## src/rtl/ray_box_macros.svh

```systemverilog
`ifndef RAY_BOX_MACROS_SVH
`define RAY_BOX_MACROS_SVH

//////////////////////////////////////////////////
// fixed-point format
//////////////////////////////////////////////////

`define RAY_COORD_W 16 // origin, corner and reciprocal width
`define RAY_FRAC_W 8 // fraction bits, same for every value
`define RAY_T_W 26 // slab distance width

`define RAY_AXES 3 // x, y, z

//////////////////////////////////////////////////
// distance limits, stand-ins for -inf and +inf
//////////////////////////////////////////////////

`define RAY_T_MIN ($signed({1'b1, {(`RAY_T_W-1){1'b0}}}))
`define RAY_T_MAX ($signed({1'b0, {(`RAY_T_W-1){1'b1}}}))

`endif
```

## src/rtl/slab_flag_delay.sv

```systemverilog
`timescale 1ns/1ps
`include "ray_box_macros.svh"

module slab_flag_delay (
	input  logic                 clk,
	input  logic                 rst,
	input  logic                 par_x,
	input  logic                 par_y,
	input  logic                 par_z,
	input  logic                 out_x,
	input  logic                 out_y,
	input  logic                 out_z,
	output logic [`RAY_AXES-1:0] par_d,
	output logic [`RAY_AXES-1:0] out_d
);

	// three taps, one per slab_interval stage
	logic [`RAY_AXES-1:0] par_s1;
	logic [`RAY_AXES-1:0] par_s2;
	logic [`RAY_AXES-1:0] out_s1;
	logic [`RAY_AXES-1:0] out_s2;

	always_ff @(posedge clk or posedge rst) begin
		if (rst) begin
			par_s1 <= '0;
			par_s2 <= '0;
			par_d <= '0;
			out_s1 <= '0;
			out_s2 <= '0;
			out_d <= '0;
		end else begin
			par_s1 <= {par_z, par_y, par_x}; // bit 0 is x
			par_s2 <= par_s1;
			par_d <= par_s2; // lines up with the ordered distances
			out_s1 <= {out_z, out_y, out_x};
			out_s2 <= out_s1;
			out_d <= out_s2;
		end
	end

endmodule

```

## config.mk

```make
export PLATFORM = sky130hd
export DESIGN_NAME = slab_flag_delay
export DESIGN_NICKNAME = d
export VERILOG_FILES = /design/src/rtl/slab_flag_delay.sv
export VERILOG_INCLUDE_DIRS = /design/src /design/src/rtl
export SDC_FILE = /design/constraint.sdc
export NUM_CORES = 1
export LEC_CHECK = 0
export ABC_AREA = 1
export ABC_CLOCK_PERIOD_IN_PS = 1100
export BUFFER_PORTS_ARGS = -buffer_cell sky130_fd_sc_hd__buf_2
export CORE_AREA = 2 2 42 44
export CTS_CLUSTER_SIZE = 40
export DETAILED_ROUTE_END_ITERATION = 12
export DIE_AREA = 0 0 44 46
export GPL_ROUTABILITY_DRIVEN = 1
export HOLD_SLACK_MARGIN = 0.05
export PLACE_DENSITY_LB_ADDON = 0.25
export SYNTH_ARGS = -nofsm -noshare
export SYNTH_HDL_FRONTEND = slang
export SYNTH_SLANG_ARGS = --single-unit
```

## constraint.sdc

```tcl
create_clock -name clk -period 1.1 [get_ports clk]
set_clock_uncertainty 0.05 [all_clocks]
set_input_delay 0.165 -clock clk [delete_from_list [all_inputs] [get_ports clk]]
set_output_delay 0.165 -clock clk [all_outputs]
set_load 0.05 [all_outputs]
```

Word level (Yosys, flattened, before mapping)
Index checks and enable logic that the tools add are counted.
- output and inout bits: 6
- bits in latches: 0
- word-level logic and storage cells: 6
- register bits after elaboration: 18
- memories: 0
- memory bits (writable): 0
- bits in read-only memories: 0
- bits of input ports: 8
- magnitude comparators: 0
- div/mod/pow operators: 0
- add/subtract/negate cells: 0
- multiply operators: 0
- equality and inequality tests: 0
- mux-type cells: 0
- bitwise operators: 0
- reduce and logical (&&, ||, !) cells: 0
- shift-type cells: 0

Logic depth before layout (Yosys ltp)
Gate-level depths: netlist of the first run.
- depth in word-level cells: 0
- depth in mapped cells: 1
- gate-level depth less buffers: 1

Worst setup path after synthesis of the first run
No wires, ideal clock.
- kind: reg2out
- start: register out_d[0]
- end: output out_d[0]
- buffers on the path: 0
- slack: 0.299 ns
- stages on the path, launching flop included: 1
- data required time: 0.885 ns
- arrival time: 0.586 ns
- cell sequence: dfrtp_1
- RTL lines (element ; line ; text):
    start, declared ; slab_flag_delay.sv:14 ; output logic [`RAY_AXES-1:0] out_d
    start signal, assigned ; slab_flag_delay.sv:37 ; out_d <= out_s2;
No word-level cell between the ends.

Final worst setup path of the first run
- start: register out_d[2]
- end: output out_d[2]
No word-level cell between the ends.

==> flow_summary.ini, run 1 <==
[placed_design]
place_area_um2 = 548
dp_cells = 50
portBuffers = 13
place_congestion = 0.576
dp_slack_ns = 0.306

[route]
vias_per_cell = 3.65
firstDrtPassIters = 4
ant_nets = 0
routedWlPerCell_um = 9.95
routed_wl_um = 597
drtIter0Drc = 2
route.detailed.drc = 0
via_count = 219

[synth]
syn_inst = 19
synth.avg_cell_area_um2 = 23.9
yosysWarnings = 0
ys_ff_latch = 18
syn-num-nets = 27
yosysSeqAreaShare = 0.992
synth_area_um2 = 454
yosysUniqueCellTypes = 2

[global_route]
gr-usage-met1 = 0.0674
antenna_found_initial = 0
grt_pass1_vias = 233
grtUsageTotal = 0.0671
use_met3 = 0.0278
use_met2 = 0.100
grt_overflow_total = 0
grt_first_pass_wirelength_um = 883
grt.busiest_layer = met2
grt_max_degree = 19

[die]
start_util = 0.281
dieHeight_um = 46
rows = 15
core_area_mm2 = 0.00161
io_pins = 14
die_area_mm2 = 0.00202
die_width_um = 44

[critical_path]
endpoint_kind = output pin
critPathMaxStageDelay_ns = 0.37
path_delay_family = flip-flops
crit_required_ns = 0.88
r2r-start = out_s2[0]
cp-start-kind = register
worstPathMaxFanout = 1
critPathSlowestCell = dfrtp_1
critPathKind = reg2out
worstPathCellList = clkbuf_4
crit_buf_inv = 1
arrival_ns = 0.85
critPathLaunch = out_d[2]

[min_path]
holdCritStartpoint = out_s1[2]
hold_path.class = reg2reg

[sta]
rsz0062_at_grt = false
worst_slack_ns = 0.0320
slew_violations = 0
hold_violations = 0
fin_crit_sh = 0.971
whs_ns = 0.304
setup_tns_ns = 0
tightest_slew_ns = 0.218
min_period_ns = 1.07
finalSetupViolations = 0
slew_headroom = 0.855
max_freq_mhz = 936

[layout]
diodes = 0
final_cells = 60
final_cell_area_um2 = 659
multi_input_area_um2 = 0
drive_above_1_share = 0.395
syn_to_final_growth_pct = 45.2
final_core_util = 0.409
num-multi-input-gates = 0
final_nets = 53

[cts]
cts_buffer_depth = 2
cts_tree = yes
clock_sinks = 18
cts_made_buffers = 3
clockRootBuffer = clkbuf_4
htreeDepth = 1
postCtsSetupBuffers = 0
clock_latency_ns = 0.27
clk_pin_slew_ns = 0.09

[power_and_ir_drop]
p_total_mw = 1.10
p_leak_nw = 0.320
power.density_mw_per_mm2 = 1670
ir_worst_vdd_v = 0.000753

[run_status]
status = finished, final reports clean

[flow_run]
cap_violations = 0
registers in the layout (all words and copies together), names as in the netlist:
signal,count
par_s1,3
par_d,3
out_d,3
out_s1,3
out_s2,3
par_s2,3
cells in the mapped netlist:
master | number | area share
inv_1 | 1 | 0.0083
dfrtp_1 | 18 | 0.99
path summary, 6_finish.rpt:
path	to	slack, ns	cells after the start
min	out_s2[2]	0.30	0
max reg2reg	out_d[0]	0.57	0
min reg2reg	out_s2[2]	0.30	0
max	out_d[2]	0.03	1
max in group asynchronous	par_s1[1]	0.43	4
min in group asynchronous	par_d[0]	0.38	4
report_power, final:
part	internal (mW)	total (mW)	switching [mW]
sequential	0.694	0.703	0.00923
clock	0.127	0.295	0.169
combinational	0.0421	0.104	0.0622
layout make-up:
type / count / area (um2)
Clock buffer: 3 / 22.5
Tap cell: 17 / 21.3
Timing Repair Buffer: 21 / 161
Sequential cell: 18 / 450
Inverter: 1 / 3.75
Fill cell: 154 / 955
cell families after synthesis:
group,after synthesis,share of synthesized area
flip-flops,18,0.992
buffers and inverters,1,0.00826
cells in the final DEF (no fill, tap or decap), drive strengths merged:
cell type    count
dlygate4sd3      7
dfrtp           18
clkbuf           6
inv              1
buf             11
layer usage:
layer / up-vias / routed length [um]
li1: 106 / -
met1: 100 / 236
met3: 0 / 62
met5: - / 0
met2: 13 / 297
met4: 0 / 0
repair_timing:
action | CTS | global route
gates cloned | 0 | 0
endpoints found under the hold margin | 24 | 0
hold buffers | 7 | 0
resized for setup | 2 | 6
endpoints found under the setup margin | 2 | 5
Note: power is estimated with default switching activity, not from simulation.
==> run 2, diff against run 1 <==
- CORE_AREA: 2 2 42 44 -> 2 2 40 42
- DIE_AREA: 0 0 44 46 -> 0 0 42 44
==> run 2 against run 1 <==
Non-clock buffer count unchanged. Wire length fell by 14%. Hold slack worse by 0.059 ns. Sequential cell count unchanged.
==> flow_summary.ini, run 2 (synthesis gave the netlist of run 1 again) <==
[run_status]
status = finished, final reports clean

[layout]
syn_to_final_growth_pct = 47.9
final_cells = 60
seq_area_um2 = 450
num-multi-input-gates = 0
final_common_cell = dfrtp_1
diodes = 0
final_cell_mix = dfrtp_1 (18), dlygate4sd3_1 (7), buf_2 (7), buf_4 (6), clkbuf_4 (3)
drive_above_1_share = 0.409
final_nets = 53
multi_input_area_um2 = 0
filler_cell_count = 128

[cts]
cts_tree = yes
clock_latency_ns = 0.27
clk_pin_slew_ns = 0.09
htreeDepth = 1
clock_sinks = 18
cts_made_buffers = 3
cts_buffer_depth = 2
clockRootBuffer = clkbuf_4

[die]
start_util = 0.320
rows = 14
core_area_mm2 = 0.00142
die_width_um = 42
die_area_mm2 = 0.00185
io_pins = 14
dieHeight_um = 44

[flow_run]
cap_violations = 0

[critical_path]
critPathSlowestCell = dfrtp_1
r2r_setup_slack_ns = 0.58
cp-start-kind = register
crit_buf_inv = 1
r2r_cells = 0
crit_required_ns = 0.88
endpoint_kind = output pin
critPathKind = reg2out
critPathMaxStageDelay_ns = 0.37
r2r-start = out_s2[1]
worstPathMaxFanout = 1
path_delay_family = flip-flops
worstPathCellList = buf_4
reg2reg_to = out_d[1]
arrival_ns = 0.83

[sta]
max_freq_mhz = 955
hold_violations = 0
tightest_slew_ns = 0.177
fin_crit_sh = 0.952
slew_violations = 0
setup_tns_ns = 0
whs_ns = 0.245
finalSetupViolations = 0
min_period_ns = 1.05
slew_headroom = 0.882
rsz0062_at_grt = false

[route]
drtIter0Drc = 0
routed_wl_um = 511
via_count = 224
vias_per_cell = 3.73
firstDrtPassIters = 1
routedWlPerCell_um = 8.52
ant_nets = 0
route.detailed.drc = 0

[global_route]
gr-usage-met1 = 0.0854
use_met2 = 0.100
grt_pass1_vias = 243
grt_overflow_total = 0
use_met3 = 0.0292
grt_first_pass_wirelength_um = 959
grt.busiest_layer = met2
antenna_found_initial = 0
grt_max_degree = 16
grtUsageTotal = 0.0764

[placed_design]
portBuffers = 13
place_congestion = 0.575
dp_cells = 49

[power_and_ir_drop]
ir_worst_vdd_v = 0.000954
p_leak_nw = 0.328
power.density_mw_per_mm2 = 1750
p_total_mw = 1.18

[min_path]
hold_path.class = in2async
[run 2: cell count changes in the layout (fill, tap and decap cells not counted)]
cell      delta
buf_4        +3
clkbuf_4     -3
clkbuf_8     +1
[run 2: how the worst max path moves through the flow]
stage / start / end / slack, ns / depth (start not counted)
2_1_floorplan: out_d[0] / out_d[0] / 0.30 / 0
3_3_place_gp: par_d[2] / par_d[2] / 0.34 / 1
3_5_place_dp: out_d[0] / out_d[0] / 0.33 / 1
4_1_cts: out_d[0] / out_d[0] / 0.0006 / 1
5_1_grt: out_d[0] / out_d[0] / 0.008 / 1
6_report: par_d[1] / par_d[1] / 0.05 / 1
[run 2: layer usage]
metal / up-vias / part of all wire
met3: 2 / 0.068
met2: 10 / 0.53
met5: - / 0
met1: 104 / 0.37
met4: 0 / 0.022
li1: 108 / -
[run 2: final cells by class]
class	instances	share of cell area
Sequential cell	18	0.670
Tap cell	16	0.0298
Clock buffer	4	0.0540
Timing Repair Buffer	21	0.240
Inverter	1	0.00559
[run 2: power by group]
| part | internal, mW | switching, mW |
|---|---|---|
| sequential | 0.694 | 0.00765 |
| combinational | 0.0428 | 0.0624 |
| clock | 0.201 | 0.169 |
| total | 0.938 | 0.239 |
[run 2: stage by stage]
stage / setup slack, ns / instance area (um2) / utilization
2_1_floorplan: 0.299 / 454 / -
3_3_place_gp: 0.335 / 547 / 0.385
3_5_place_dp: 0.325 / 547 / 0.385
4_1_cts: 0.000605 / 653 / 0.460
5_1_grt: 0.00766 / 672 / 0.474
6_report: 0.0531 / 672 / 0.474
[run 2: timing repair]
| item | CTS | global route |
|---|---|---|
| setup buffers | 0 | 0 |
| setup endpoints to repair | 0 | 6 |
| hold buffers | 7 | 0 |
| gates resized for setup | 0 | 13 |
| hold endpoints to repair | 24 | 0 |
==> run 3, diff against run 2 <==
- CELL_PAD_IN_SITES_DETAIL_PLACEMENT: default -> 0
- CELL_PAD_IN_SITES_GLOBAL_PLACEMENT: default -> 1
- CORE_AREA: 2 2 40 42 -> 2 2 39 41
- DIE_AREA: 0 0 42 44 -> 0 0 41 43
==> run 3 against run 2 <==
Total power decreased by 7.3%. Hold slack better by 0.056 ns. Register-to-register slack hardly changed. Critical path depth is the same. Clock power down 23%. Clock-buffer cell count is 1 lower. Core utilization shrank 0.067 points. Global-route usage grew 0.18 points. Critical path type unchanged.
==> flow_summary.ini, run 3 (synthesis gave the netlist of run 1 again) <==
[run_status]
status = finished, final reports clean

[cts]
clk_pin_slew_ns = 0.08
clock_latency_ns = 0.27
clock_sinks = 18
htreeDepth = 1
cts_made_buffers = 3
cts_tree = yes
postCtsSetupBuffers = 0
clockRootBuffer = clkbuf_4
cts_buffer_depth = 2

[route]
route.detailed.drc = 0
firstDrtPassIters = 4
via_count = 235
drtIter0Drc = 1
routed_wl_um = 507
routedWlPerCell_um = 8.59
ant_nets = 0
vias_per_cell = 3.98

[sta]
fin_crit_sh = 0.959
rsz0062_at_grt = false
hold_violations = 0
slew_violations = 0
min_period_ns = 1.05
max_freq_mhz = 948
finalSetupViolations = 0
slew_headroom = 0.862
setup_tns_ns = 0
tightest_slew_ns = 0.207

[global_route]
grt_overflow_total = 0
antenna_found_initial = 0
grt_first_pass_wirelength_um = 800
grtUsageTotal = 0.0782
grt_pass1_vias = 222
grt_max_degree = 19

[layout]
filler_cell_count = 128
diodes = 0
drive_above_1_share = 0.395
final_cells = 59
multi_input_area_um2 = 0
final_nets = 53
final_core_util = 0.473
final_cell_area_um2 = 654
final_cell_mix = dfrtp_1 (18), dlygate4sd3_1 (7), buf_2 (7), clkbuf_4 (6), buf_4 (4)
num-multi-input-gates = 0
final_common_cell = dfrtp_1
syn_to_final_growth_pct = 44.1
seq_area_um2 = 450

[min_path]
hold_path.class = reg2reg

[critical_path]
crit_required_ns = 0.88
critPathMaxStageDelay_ns = 0.36
endpoint_kind = output pin
critPathSlowestCell = dfrtp_1
path_delay_family = flip-flops
crit_buf_inv = 1
worstPathCellList = clkbuf_4
cp-start-kind = register
worstPathMaxFanout = 1
critPathKind = reg2out
arrival_ns = 0.84

[die]
start_util = 0.328
dieHeight_um = 43
die_area_mm2 = 0.00176
io_pins = 14
rows = 14
die_width_um = 41
core_area_mm2 = 0.00138

[placed_design]
place_congestion = 0.528
dp_cells = 49
place_area_um2 = 547
hpwlAfterDp_um = 345
portBuffers = 13

[power_and_ir_drop]
p_int_uw = 862
switchingPower_uw = 229
clkPwrFrac = 0.262
power_frac_seq = 0.643
p_total_mw = 1.09
swShare = 0.210
pwr-share-comb = 0.094
ir_worst_vdd_v = 0.000814
p_leak_nw = 0.319
power.density_mw_per_mm2 = 1670

[flow_run]
cap_violations = 0
run 3: repair_timing:
action                                 4_1_cts  5_1_grt
hold buffers                                 7        0
setup endpoints to repair                    0        6
gates resized for setup                      0        9
endpoints found under the hold margin       24        0
run 3: through the flow:
stage / setup slack (ns) / hold slack [ns]
6_report: 0.0451 / 0.301
5_1_grt: 0.00201 / 0.313
4_1_cts: 0.00602 / 0.305
3_5_place_dp: 0.323 / 0.131
3_3_place_gp: 0.341 / 0.120
2_1_floorplan: 0.299 / 0.0536
run 3: cell type report:
class,count,area share
tap,16,0.0306
sequential,18,0.688
timing repair buffer,21,0.241
inverter,1,0.00574
clock buffer,3,0.0344
run 3: final timing paths:
path	slack, ns	cells after the start	startpoint	endpoint
hold / removal	0.30	0	par_s2[0]	par_d[0]
max in group asynchronous	0.45	4	rst	out_d[2]
hold reg to reg	0.30	0	par_s2[0]	par_d[0]
setup reg to reg	0.57	0	out_s2[2]	out_d[2]
setup / recovery	0.05	1	out_d[1]	out_d[1]
min in group asynchronous	0.38	4	rst	par_s1[2]
run 3: per-layer routing:
| metal | vias up | track usage | part of all wire |
|---|---|---|---|
| met3 | 0 | 0.0314 | 0.10 |
| met4 | 0 | 0.0800 | 0 |
| met2 | 13 | 0.125 | 0.56 |
| met5 | - | 0 | 0 |
| li1 | 105 | - | - |
| met1 | 117 | 0.0620 | 0.34 |
run 3: power by group through the flow:
stage	clock (mW)	combinational [mW]	sequential, mW
global route	0.340	0.112	0.704
global placement	0	0.0779	0.713
finish	0.286	0.103	0.702
CTS	0.306	0.0984	0.702
detailed placement	0	0.0799	0.715
floorplan	0	0.00995	0.755
