**src/rtl/ray_box_macros.svh**
```systemverilog
`ifndef RAY_BOX_MACROS_SVH
`define RAY_BOX_MACROS_SVH

//////////////////////////////////////////////////
// fixed-point format
//////////////////////////////////////////////////

`define RAY_COORD_W 16 // origin, corner and reciprocal width
`define RAY_FRAC_W 8 // fraction bits, same for every value
`define RAY_T_W 26 // slab distance width

`define RAY_AXES 3 // x, y, z

//////////////////////////////////////////////////
// distance limits, stand-ins for -inf and +inf
//////////////////////////////////////////////////

`define RAY_T_MIN ($signed({1'b1, {(`RAY_T_W-1){1'b0}}}))
`define RAY_T_MAX ($signed({1'b0, {(`RAY_T_W-1){1'b1}}}))

`endif
```
**src/rtl/ray_box_pkg.sv**
```systemverilog
`include "ray_box_macros.svh"

package ray_box_pkg;

	//////////////////////////////////////////////////
	// input side
	//////////////////////////////////////////////////

	// origin, box corners and reciprocal direction share one format
	typedef logic signed [`RAY_COORD_W-1:0] coord_t; // Q7.8

	//////////////////////////////////////////////////
	// distance side
	//////////////////////////////////////////////////

	// distance along the ray, diff * inv with the fraction realigned
	typedef logic signed [`RAY_T_W-1:0] t_t; // also t_near / t_far

endpackage

```
**src/rtl/slab_hit_decide.sv**
```systemverilog
`timescale 1ns/1ps
`include "ray_box_macros.svh"

module slab_hit_decide import ray_box_pkg::*; (
	input  logic                 clk,
	input  logic                 rst,
	input  t_t                   t_lo_x,
	input  t_t                   t_hi_x,
	input  t_t                   t_lo_y,
	input  t_t                   t_hi_y,
	input  t_t                   t_lo_z,
	input  t_t                   t_hi_z,
	input  logic [`RAY_AXES-1:0] par_d,
	input  logic [`RAY_AXES-1:0] out_d,
	output t_t                   t_near,
	output t_t                   t_far,
	output logic                 hit
);

	t_t t_lo [`RAY_AXES];
	t_t t_hi [`RAY_AXES];
	t_t near_c;
	t_t far_c;
	t_t near_r;
	t_t far_r;
	logic blocked_r; // parallel axis with origin outside its slab

	assign t_lo[0] = t_lo_x;
	assign t_lo[1] = t_lo_y;
	assign t_lo[2] = t_lo_z;
	assign t_hi[0] = t_hi_x;
	assign t_hi[1] = t_hi_y;
	assign t_hi[2] = t_hi_z;

	//////////////////////////////////////////////////
	// reduction over the non-parallel axes
	//////////////////////////////////////////////////

	always_comb begin
		near_c = `RAY_T_MIN; // all parallel leaves the full line
		far_c = `RAY_T_MAX;
		for (int a = 0; a < `RAY_AXES; a++) begin
			if (!par_d[a]) begin
				if (t_lo[a] > near_c) begin
					near_c = t_lo[a]; // latest entry
				end
				if (t_hi[a] < far_c) begin
					far_c = t_hi[a]; // earliest exit
				end
			end
		end
	end

	always_ff @(posedge clk or posedge rst) begin
		if (rst) begin
			near_r <= '0;
			far_r <= '0;
			blocked_r <= 1'b0;
		end else begin
			near_r <= near_c;
			far_r <= far_c;
			blocked_r <= |(par_d & out_d);
		end
	end

	//////////////////////////////////////////////////
	// hit rule
	//////////////////////////////////////////////////

	always_ff @(posedge clk or posedge rst) begin
		if (rst) begin
			t_near <= '0;
			t_far <= '0;
			hit <= 1'b0;
		end else begin
			t_near <= near_r;
			t_far <= far_r;
			// intervals overlap and the box is not behind the origin
			hit <= !blocked_r && (far_r >= near_r) && (far_r > 0);
		end
	end

endmodule

```
**config.mk**
```make
export PLATFORM = sky130hd
export DESIGN_NAME = slab_hit_decide
export DESIGN_NICKNAME = d
export VERILOG_FILES = /design/src/rtl/ray_box_pkg.sv /design/src/rtl/slab_hit_decide.sv
export VERILOG_INCLUDE_DIRS = /design/src /design/src/rtl
export SDC_FILE = /design/constraint.sdc
export NUM_CORES = 1
export LEC_CHECK = 0
export CAP_MARGIN = 30
export CORE_MARGIN = 2
export CORE_UTILIZATION = 46
export DETAILED_ROUTE_END_ITERATION = 12
export DONT_BUFFER_PORTS = 1
export HOLD_SLACK_MARGIN = 0.06
export PLACE_DENSITY_LB_ADDON = 0.12
export SLEW_MARGIN = 40
export SYNTH_ARGS = -nofsm -noshare
export SYNTH_HDL_FRONTEND = slang
export SYNTH_SLANG_ARGS = --single-unit
```
**constraint.sdc**
```tcl
create_clock -name clk -period 5.85 [get_ports clk]
set_clock_uncertainty 0.05 [all_clocks]
set_input_delay 1.755 -clock clk [delete_from_list [all_inputs] [get_ports clk]]
set_output_delay 1.755 -clock clk [all_outputs]
set_load 0.02 [all_outputs]
```
After elaboration in Yosys (flattened, before gate mapping) --
Index checks and enable logic that the tools add are counted.
Storage, ports and cells: register bits 106, bits of input ports 164, logic and storage cells 31
Operators by class: magnitude comparators 8, muxes and demuxes 12, bitwise operators 1, reductions and logical operators 4
Operators by type and width (count):
- 26-bit two-way mux | 12
- 26-bit greater-than comparator | 2
- 26-bit less-than comparator | 2
- 26-bit greater-or-equal comparator | 1
- 26-bit by 1-bit greater-than comparator with 1-bit output (second input constant) | 1
- 26-bit greater-than comparator (second input constant) | 1
- 26-bit less-than comparator (second input constant) | 1
- 3-bit AND | 1
- 3-bit OR reduction | 1
- 1-bit logical AND | 2
- 1-bit logical NOT | 1

Longest topological paths before layout --
Gate-level depths: netlist (run 1).
depth after elaboration 9, gate-level depth with buffers 30

Worst setup path after synthesis (run 1) --
Ideal clock, no wire load.
kind in2reg, from in t_lo_x[8], to reg near_r[13], setup time 0.131 ns, data arrival time 7.288 ns, data required time 5.669 ns, slack -1.619 ns, stages on the path 25, path through or4_1 -> nor4_1 -> a41oi_1 -> clkbuf_1 -> nand2_1 -> ha_1 -> a21oi_1 -> a21boi_0 -> o311ai_1 -> nand4b_1 -> o211ai_4 -> clkbuf_1 -> mux2i_1 -> ha_1 -> a21o_1 -> a21o_1 -> a211o_1 -> o211ai_1 -> a31oi_1 -> nor4_1 -> o21ai_2 -> mux2i_2 -> o211ai_4 -> buf_6 -> mux2i_1
On the way: cells in the longest elaborated chain, start to end 9
Ends and longest elaborated chain:
- start: declaration | RTL line slab_hit_decide.sv:7 | input t_t t_lo_x,
- 26-bit greater-than comparator | RTL line slab_hit_decide.sv:44 | if (t_lo[a] > near_c) begin
- 26-bit two-way mux * | RTL line slab_hit_decide.sv:44
- 26-bit two-way mux * | RTL line slab_hit_decide.sv:43 | if (!par_d[a]) begin
- 26-bit greater-than comparator | RTL line slab_hit_decide.sv:44
- 26-bit two-way mux | RTL line slab_hit_decide.sv:44
- 26-bit two-way mux * | RTL line slab_hit_decide.sv:43
- 26-bit greater-than comparator | RTL line slab_hit_decide.sv:44
- 26-bit two-way mux | RTL line slab_hit_decide.sv:44
- 26-bit two-way mux * | RTL line slab_hit_decide.sv:43
- named net near_c[13] | RTL line slab_hit_decide.sv:22 | t_t near_c;
- end signal: assignment | RTL line slab_hit_decide.sv:60 | near_r <= near_c;
- end: declaration | RTL line slab_hit_decide.sv:24 | t_t near_r;
The timed path passes the listed nets; every way through them passes the cells marked *.

Worst setup path after layout (run 1) --
from in t_lo_x[11], to reg near_r[5]
The elaborated chain is that of the path after synthesis.

==> results of run 1 <==
## synth_stat cells, types with 8 or more instances
cell | count | share of area (%)
nand4_1 | 32 | 2.6
nand2_1 | 50 | 2.5
nor3_1 | 30 | 2.0
nor2b_1 | 8 | 0.66
a31oi_1 | 11 | 0.91
a21oi_1 | 30 | 2.0
a211o_1 | 26 | 3.0
clkbuf_1 | 17 | 0.84
ha_1 | 127 | 21
o22ai_1 | 25 | 2.1
a21o_1 | 25 | 2.5
o21ai_0 | 18 | 1.2
inv_1 | 87 | 4.3
nor4_1 | 15 | 1.2
nor2_1 | 79 | 3.9
dfrtp_1 | 106 | 35
mux2i_1 | 39 | 5.1
nand3_1 | 9 | 0.59
## how the worst max path moves through the flow
stage	start	endpoint
after floorplan	t_lo_x[11]	near_r[13]
after global placement	t_lo_x[11]	near_r[13]
after detailed placement	t_lo_x[11]	near_r[5]
after CTS	t_lo_x[11]	near_r[5]
after global routing	t_lo_x[11]	near_r[5]
final	t_lo_x[11]	near_r[5]
## cell families after synthesis
family                   after synthesis  share of synthesized area, %
AO/OA/AOI/OAI                        175                          16.4
XOR/XNOR                               1                         0.115
adder cells (fa/ha/maj)              127                          20.9
buffers and inverters                112                          6.08
flip-flops                           106                          34.9
multiplexers                          42                          5.65
AND/OR/NAND/NOR                      248                          15.9
## repair_timing
action                     in CTS  in global routing
resized for setup              65                 81
setup endpoints to repair      52                 52
buffers inserted               13                 16
pin swaps                      23                 47
gates cloned                    6                  3
## flip-flops by register name, summed over array words and instances (netlist names)
name / flops
blocked_r: 1
near_r: 26
t_near: 26
t_far: 26
far_r: 26
hit: 1
## layout make-up
class	instances	area, sq um	area share, %
clock inverter	6	66.3	0.639
multi-input combinational	593	5370	51.7
sequential	106	2650	25.6
inverter	87	332	3.19
timing repair buffer	169	1460	14.1
clock buffer	10	229	2.21
tap	216	270	2.60
## per-layer routing
metal  GRT usage, %  routed length (um)  vias up
met5              0                   0        -
met4           9.74                 822        0
met3           5.17                1850       55
met2           46.1               12100      315
met1           37.1               10800     3387
li1               -                   -     3266
## metrics by stage
stage | cell area [sq um] | power, W | cells | utilization, %
6_report | 10400 | 0.00255 | 1187 | 64.9
5_1_grt | 10400 | 0.00269 | 1187 | 64.9
4_1_cts | 9690 | 0.00246 | 1170 | 60.6
3_5_place_dp | 8910 | 0.00180 | 1135 | 55.7
3_3_place_gp | 8910 | 0.00177 | 1135 | 55.7
2_1_floorplan | 7820 | 0.00150 | 811 | -
## where the power goes
part           internal [W]  switching (W)  total (W)  leakage [nW]
registers          0.000864       0.000188    0.00105          1.23
clock network      0.000332       0.000256   0.000588         0.135
logic              0.000466       0.000442   0.000908          3.68
==> flow_metrics.py, run 1 <==
metrics = {
    "worst_setup_path": {
        "r2r_cells": 12,
        "r2r_slack_ns": 3.42,
        "critPathSlowestCell": "or4_4",
        "cp_common_cell": "nor4_4",
        "timing.rr.end": "hit",
        "timing.rr.start": "near_r[1]",
        "required_ns": 6.05,
        "worst-setup-path-type": "input pin to flip-flop",
        "cp.depth": 25,
        "crit_arrival_ns": 7.07,
        "max_stage_delay_ns": 0.53,
        "worstSetupEndpointType": "flip-flop",
        "crit_fanout": 7,
        "path_delay_family": "compound AO/OA/AOI/OAI gates",
        "start_kind": "input pin",
        "path_buf_inv": 4,
    },
    "cells_and_area": {
        "nNetsFinal": 1257,
        "n_antenna_cell": 0,
        "layout_commonest_cell": "buf_4",
        "areaGrowthSynthToFinish_pct": 36.7,
        "final_cell_mix": "buf_4, dfrtp_1, ha_1, inv_1, nor2_1",
        "fill_cells": 1369,
        "layout-drive-gt1-share_pct": 30.4,
    },
    "worst_hold_path": {
        "hold_path_end": "t_near[22]",
        "hp-start": "near_r[22]",
        "hold_path.class": "flip-flop to flip-flop",
        "hold_depth": 0,
    },
    "floorplan": {
        "io_pins": 217,
        "start_util_pct": 47.5,
        "die-area_sq_um": 17600,
        "row_count": 46,
        "core-area_sq_um": 16000,
        "die_h_um": 132,
        "die_w_um": 132,
    },
    "synth": {
        "synth_top_flop_cell": "dfrtp_1",
        "synth-edff-count": 0,
        "avgSynthCellArea_sq_um": 9.36,
        "synth_cell_types": 59,
        "synth-seq-cells": 106,
        "syn-instance-count": 811,
        "synth_area_sq_um": 7590,
        "synthArstFlopShare_pct": 100,
        "synth_nets": 1102,
        "ys_seq_area_share_pct": 34.9,
        "yosys_warnings": 0,
    },
    "timing": {
        "final-setup-viol-count": 52,
        "rsz0062_at_grt": "yes",
        "slew_headroom_pct": 62.9,
        "max_freq_ghz": 0.146,
        "fin_crit_sh_pct": 117,
        "finalHoldViolations": 0,
        "setup_slack_ns": -1.01,
        "holdWs_ns": 0.347,
        "tightest_slew_ns": 0.556,
        "layout_min_cycle_time_ns": 6.86,
        "tns_ns": -39.66,
        "maxSlewViolCount": 0,
    },
    "clocking": {
        "cts_sinks": 106,
        "numCtsBuffers": 9,
        "cts_tree": "yes",
        "clk_latency_ns": 0.35,
        "h-tree-depth": 3,
        "path_clk_slew_ns": 0.07,
        "clockRootBuffer": "clkbuf_16",
        "cts-hold-fix-buffers": 0,
        "ctsLongestPathBuffers": 2,
    },
    "global_route": {
        "overflow": 0,
        "grt_pass1_vias": 7244,
        "grt_usage_pct": 28.0,
        "antenna_found_initial": 0,
        "grt_max_degree": 67,
        "grt_pass1_wl_mm": 38.5,
    },
    "placement": {
        "dp_slack_ns": -1.47,
        "io_buffers": 0,
        "gp_congestion": 0.924,
        "dp_hpwl_mm": 20.5,
    },
    "pwr": {
        "p_leak_nw": 5.05,
        "ir_drop_mv": 0.179,
        "power_density_nw_per_um2": 246,
    },
    "detailed_routing": {
        "drt_iter0_drc": 358,
        "firstDrtPassIters": 4,
        "ant_nets": 0,
        "wl_per_cell_um": 21.5,
        "dr_total_vias": 7023,
        "drc": 0,
        "post_drt_via_cell_ratio": 5.92,
        "routed_wl_mm": 25.6,
    },
    "status": {
        "violations": "setup timing",
        "status": "complete, but fails checks",
    },
    "flow_run": {
        "drv_cap": 0,
    },
}
Power figures use the tool's default switching activity.
==> run 2: changes to the inputs <==
--- a/config.mk
+++ b/config.mk
@@ -8,7 +8,7 @@
 export LEC_CHECK = 0
 export CAP_MARGIN = 30
 export CORE_MARGIN = 2
-export CORE_UTILIZATION = 46
+export CORE_UTILIZATION = 40
 export DETAILED_ROUTE_END_ITERATION = 12
 export DONT_BUFFER_PORTS = 1
 export HOLD_SLACK_MARGIN = 0.06
==> run 2 against run 1 <==
Effect of this change:
- the run still ends with setup timing left
- via count increased by 0.20%
- power increased by 1.0%
- count of clock-buffer cells in the layout decreased by 1
- critical path depth increased by 3
- design area increased by 2.9%
- combinational power increased by 4.2%
- non-clock buffer count increased by 25
- clock power decreased by 2%
- register-to-register slack improved by 0.03 ns
- core utilization decreased by 7.6 points
- die area increased by 15%
- sequential power about the same
==> flow_metrics.py, run 2 (synthesis gave the netlist of run 1 again) <==
metrics = {
    "timing": {
        "maxSlewViolCount": 0,
        "holdWs_ns": 0.336,
        "fin_crit_sh_pct": 114,
        "slew_headroom_pct": 59.1,
        "finalHoldViolations": 0,
        "layout_min_cycle_time_ns": 6.68,
        "final-setup-viol-count": 52,
        "setup_slack_ns": -0.826,
        "tightest_slew_ns": 0.605,
        "max_freq_ghz": 0.150,
        "rsz0062_at_grt": "yes",
        "tns_ns": -35.32,
    },
    "flow_run": {
        "drv_cap": 0,
    },
    "clocking": {
        "path_clk_slew_ns": 0.08,
        "h-tree-depth": 3,
        "cts_tree": "yes",
        "cts_sinks": 106,
        "clockRootBuffer": "clkbuf_16",
        "cts-hold-fix-buffers": 0,
        "numCtsBuffers": 9,
        "clk_latency_ns": 0.35,
        "ctsLongestPathBuffers": 2,
    },
    "global_route": {
        "overflow": 0,
        "grt_pass1_wl_mm": 39.6,
        "grt_max_degree": 65,
        "grt_pass1_vias": 7216,
        "grt_usage_pct": 25.5,
        "antenna_found_initial": 0,
    },
    "detailed_routing": {
        "routed_wl_mm": 26.1,
        "drt_iter0_drc": 379,
        "wl_per_cell_um": 21.2,
        "dr_total_vias": 7037,
        "post_drt_via_cell_ratio": 5.72,
        "drc": 0,
        "ant_nets": 0,
        "firstDrtPassIters": 5,
    },
    "cells_and_area": {
        "final_cells": 1230,
        "nNetsFinal": 1282,
        "fin_util_pct": 57.3,
        "areaGrowthSynthToFinish_pct": 40.6,
        "fill_cells": 1634,
        "layout-drive-gt1-share_pct": 33.2,
        "final-seq-area_sq_um": 2650,
        "multiInputGateArea_sq_um": 5360,
        "final_cell_mix": "buf_4, ha_1, dfrtp_1, inv_1, nor2_1",
        "layout_commonest_cell": "buf_4",
        "n_antenna_cell": 0,
    },
    "floorplan": {
        "start_util_pct": 40.7,
        "die_w_um": 142,
        "io_pins": 217,
        "die-area_sq_um": 20100,
        "row_count": 50,
        "die_h_um": 142,
        "core-area_sq_um": 18600,
    },
    "pwr": {
        "power_density_nw_per_um2": 241,
        "ir_drop_mv": 0.127,
        "p_total_w": 0.00258,
        "p_leak_nw": 5.22,
    },
    "worst_hold_path": {
        "hold_path_end": "t_near[23]",
        "hold_path.class": "flip-flop to flip-flop",
        "hp-start": "near_r[23]",
        "hold_depth": 0,
    },
    "worst_setup_path": {
        "worstSetupEndpointType": "flip-flop",
        "start_kind": "input pin",
        "crit_fanout": 7,
        "worst-setup-path-type": "input pin to flip-flop",
        "required_ns": 6.07,
        "r2r_cells": 12,
        "timing.rr.end": "hit",
        "crit_arrival_ns": 6.90,
        "r2r_slack_ns": 3.45,
        "timing.rr.start": "near_r[1]",
    },
    "status": {
        "violations": "setup timing",
        "status": "complete, but fails checks",
    },
    "placement": {
        "dp_hpwl_mm": 20.8,
        "io_buffers": 0,
        "gp_congestion": 0.942,
        "dp.cells": 1157,
    },
}
-- run 2: cell count changes in the layout (fill, tap and decap cells not counted), moves of 4 or more --
cell     previous run  this run
buf_16              0         5
nor2_2              4        10
buf_12              5         9
o22ai_1            12        17
mux2i_2            11        16
mux2i_1            23        19
buf_6              14        18
buf_8               6         1
buf_4             141       158
o22ai_4             8         3
nor2_1             74        66
nand2_1            39        34
-- run 2: final cells by class --
type	count	share of cell area, %
multi-input cells	593	50.2
flip-flops and latches	106	24.8
repair buffers	194	16.4
inverters	87	3.10
well taps	234	2.74
clock buffers	9	2.11
clock inverters	7	0.609
-- run 2: power breakdown --
group | leakage, nW | switching (W) | internal, W
logic | 3.84 | 0.000450 | 0.000495
registers | 1.23 | 0.000188 | 0.000864
clock network | 0.141 | 0.000278 | 0.000300
total | 5.22 | 0.000916 | 0.00166
-- run 2: how the worst max path moves through the flow --
stage                          start          to  cells after the start
after floorplan           t_lo_x[11]  near_r[13]                     25
after global placement    t_lo_x[11]  near_r[22]                     25
after detailed placement  t_lo_x[11]   near_r[1]                     25
after CTS                 t_lo_x[11]   near_r[1]                     27
after global routing       t_lo_x[8]   near_r[5]                     28
final                      t_lo_x[8]  near_r[10]                     28
-- run 2: worst max-delay path, stage by stage --
cell       delay, ns
or4_4           0.53
nor4_4          0.22
a41oi_2         0.21
buf_6           0.21
nand2_4         0.07
ha_4            0.12
nand4_1         0.15
buf_4           0.19
nor4_4          0.21
o311ai_2        0.17
a21o_1          0.21
o211ai_4        0.09
buf_12          0.14
buf_6           0.09
mux2i_2         0.21
buf_4           0.16
ha_4            0.20
a21o_1          0.16
a21o_1          0.15
a211o_1         0.25
o211ai_1        0.11
a31oi_2         0.15
nor4_4          0.17
o21ai_2         0.13
mux2i_4         0.22
o211ai_4        0.17
clkbuf_16       0.24
mux2i_1         0.20
-- run 2: per-stage QoR --
stage               instance area [sq um]  setup WS (ns)
floorplan                            7820          -1.06
finish                              10700         -0.826
detailed placement                   9000          -1.47
CTS                                 10200         -0.849
global route                        10700          -1.01
global placement                     9000          -1.23
-- run 2: metal layers --
layer  global-route usage, %  vias up  share of wire (%)
met5                       0        -                  0
met3                    4.86       52                6.9
met1                    34.0     3383                 44
li1                        -     3316                  -
met4                    7.16        0                2.5
met2                    42.5      286                 47
-- run 2: what timing repair did --
item | CTS | global route
buffers inserted | 42 | 10
endpoints found under the hold margin | 0 | 0
gates resized for setup | 93 | 70
cloned | 6 | 2
pin swaps | 29 | 44
endpoints found under the setup margin | 52 | 52
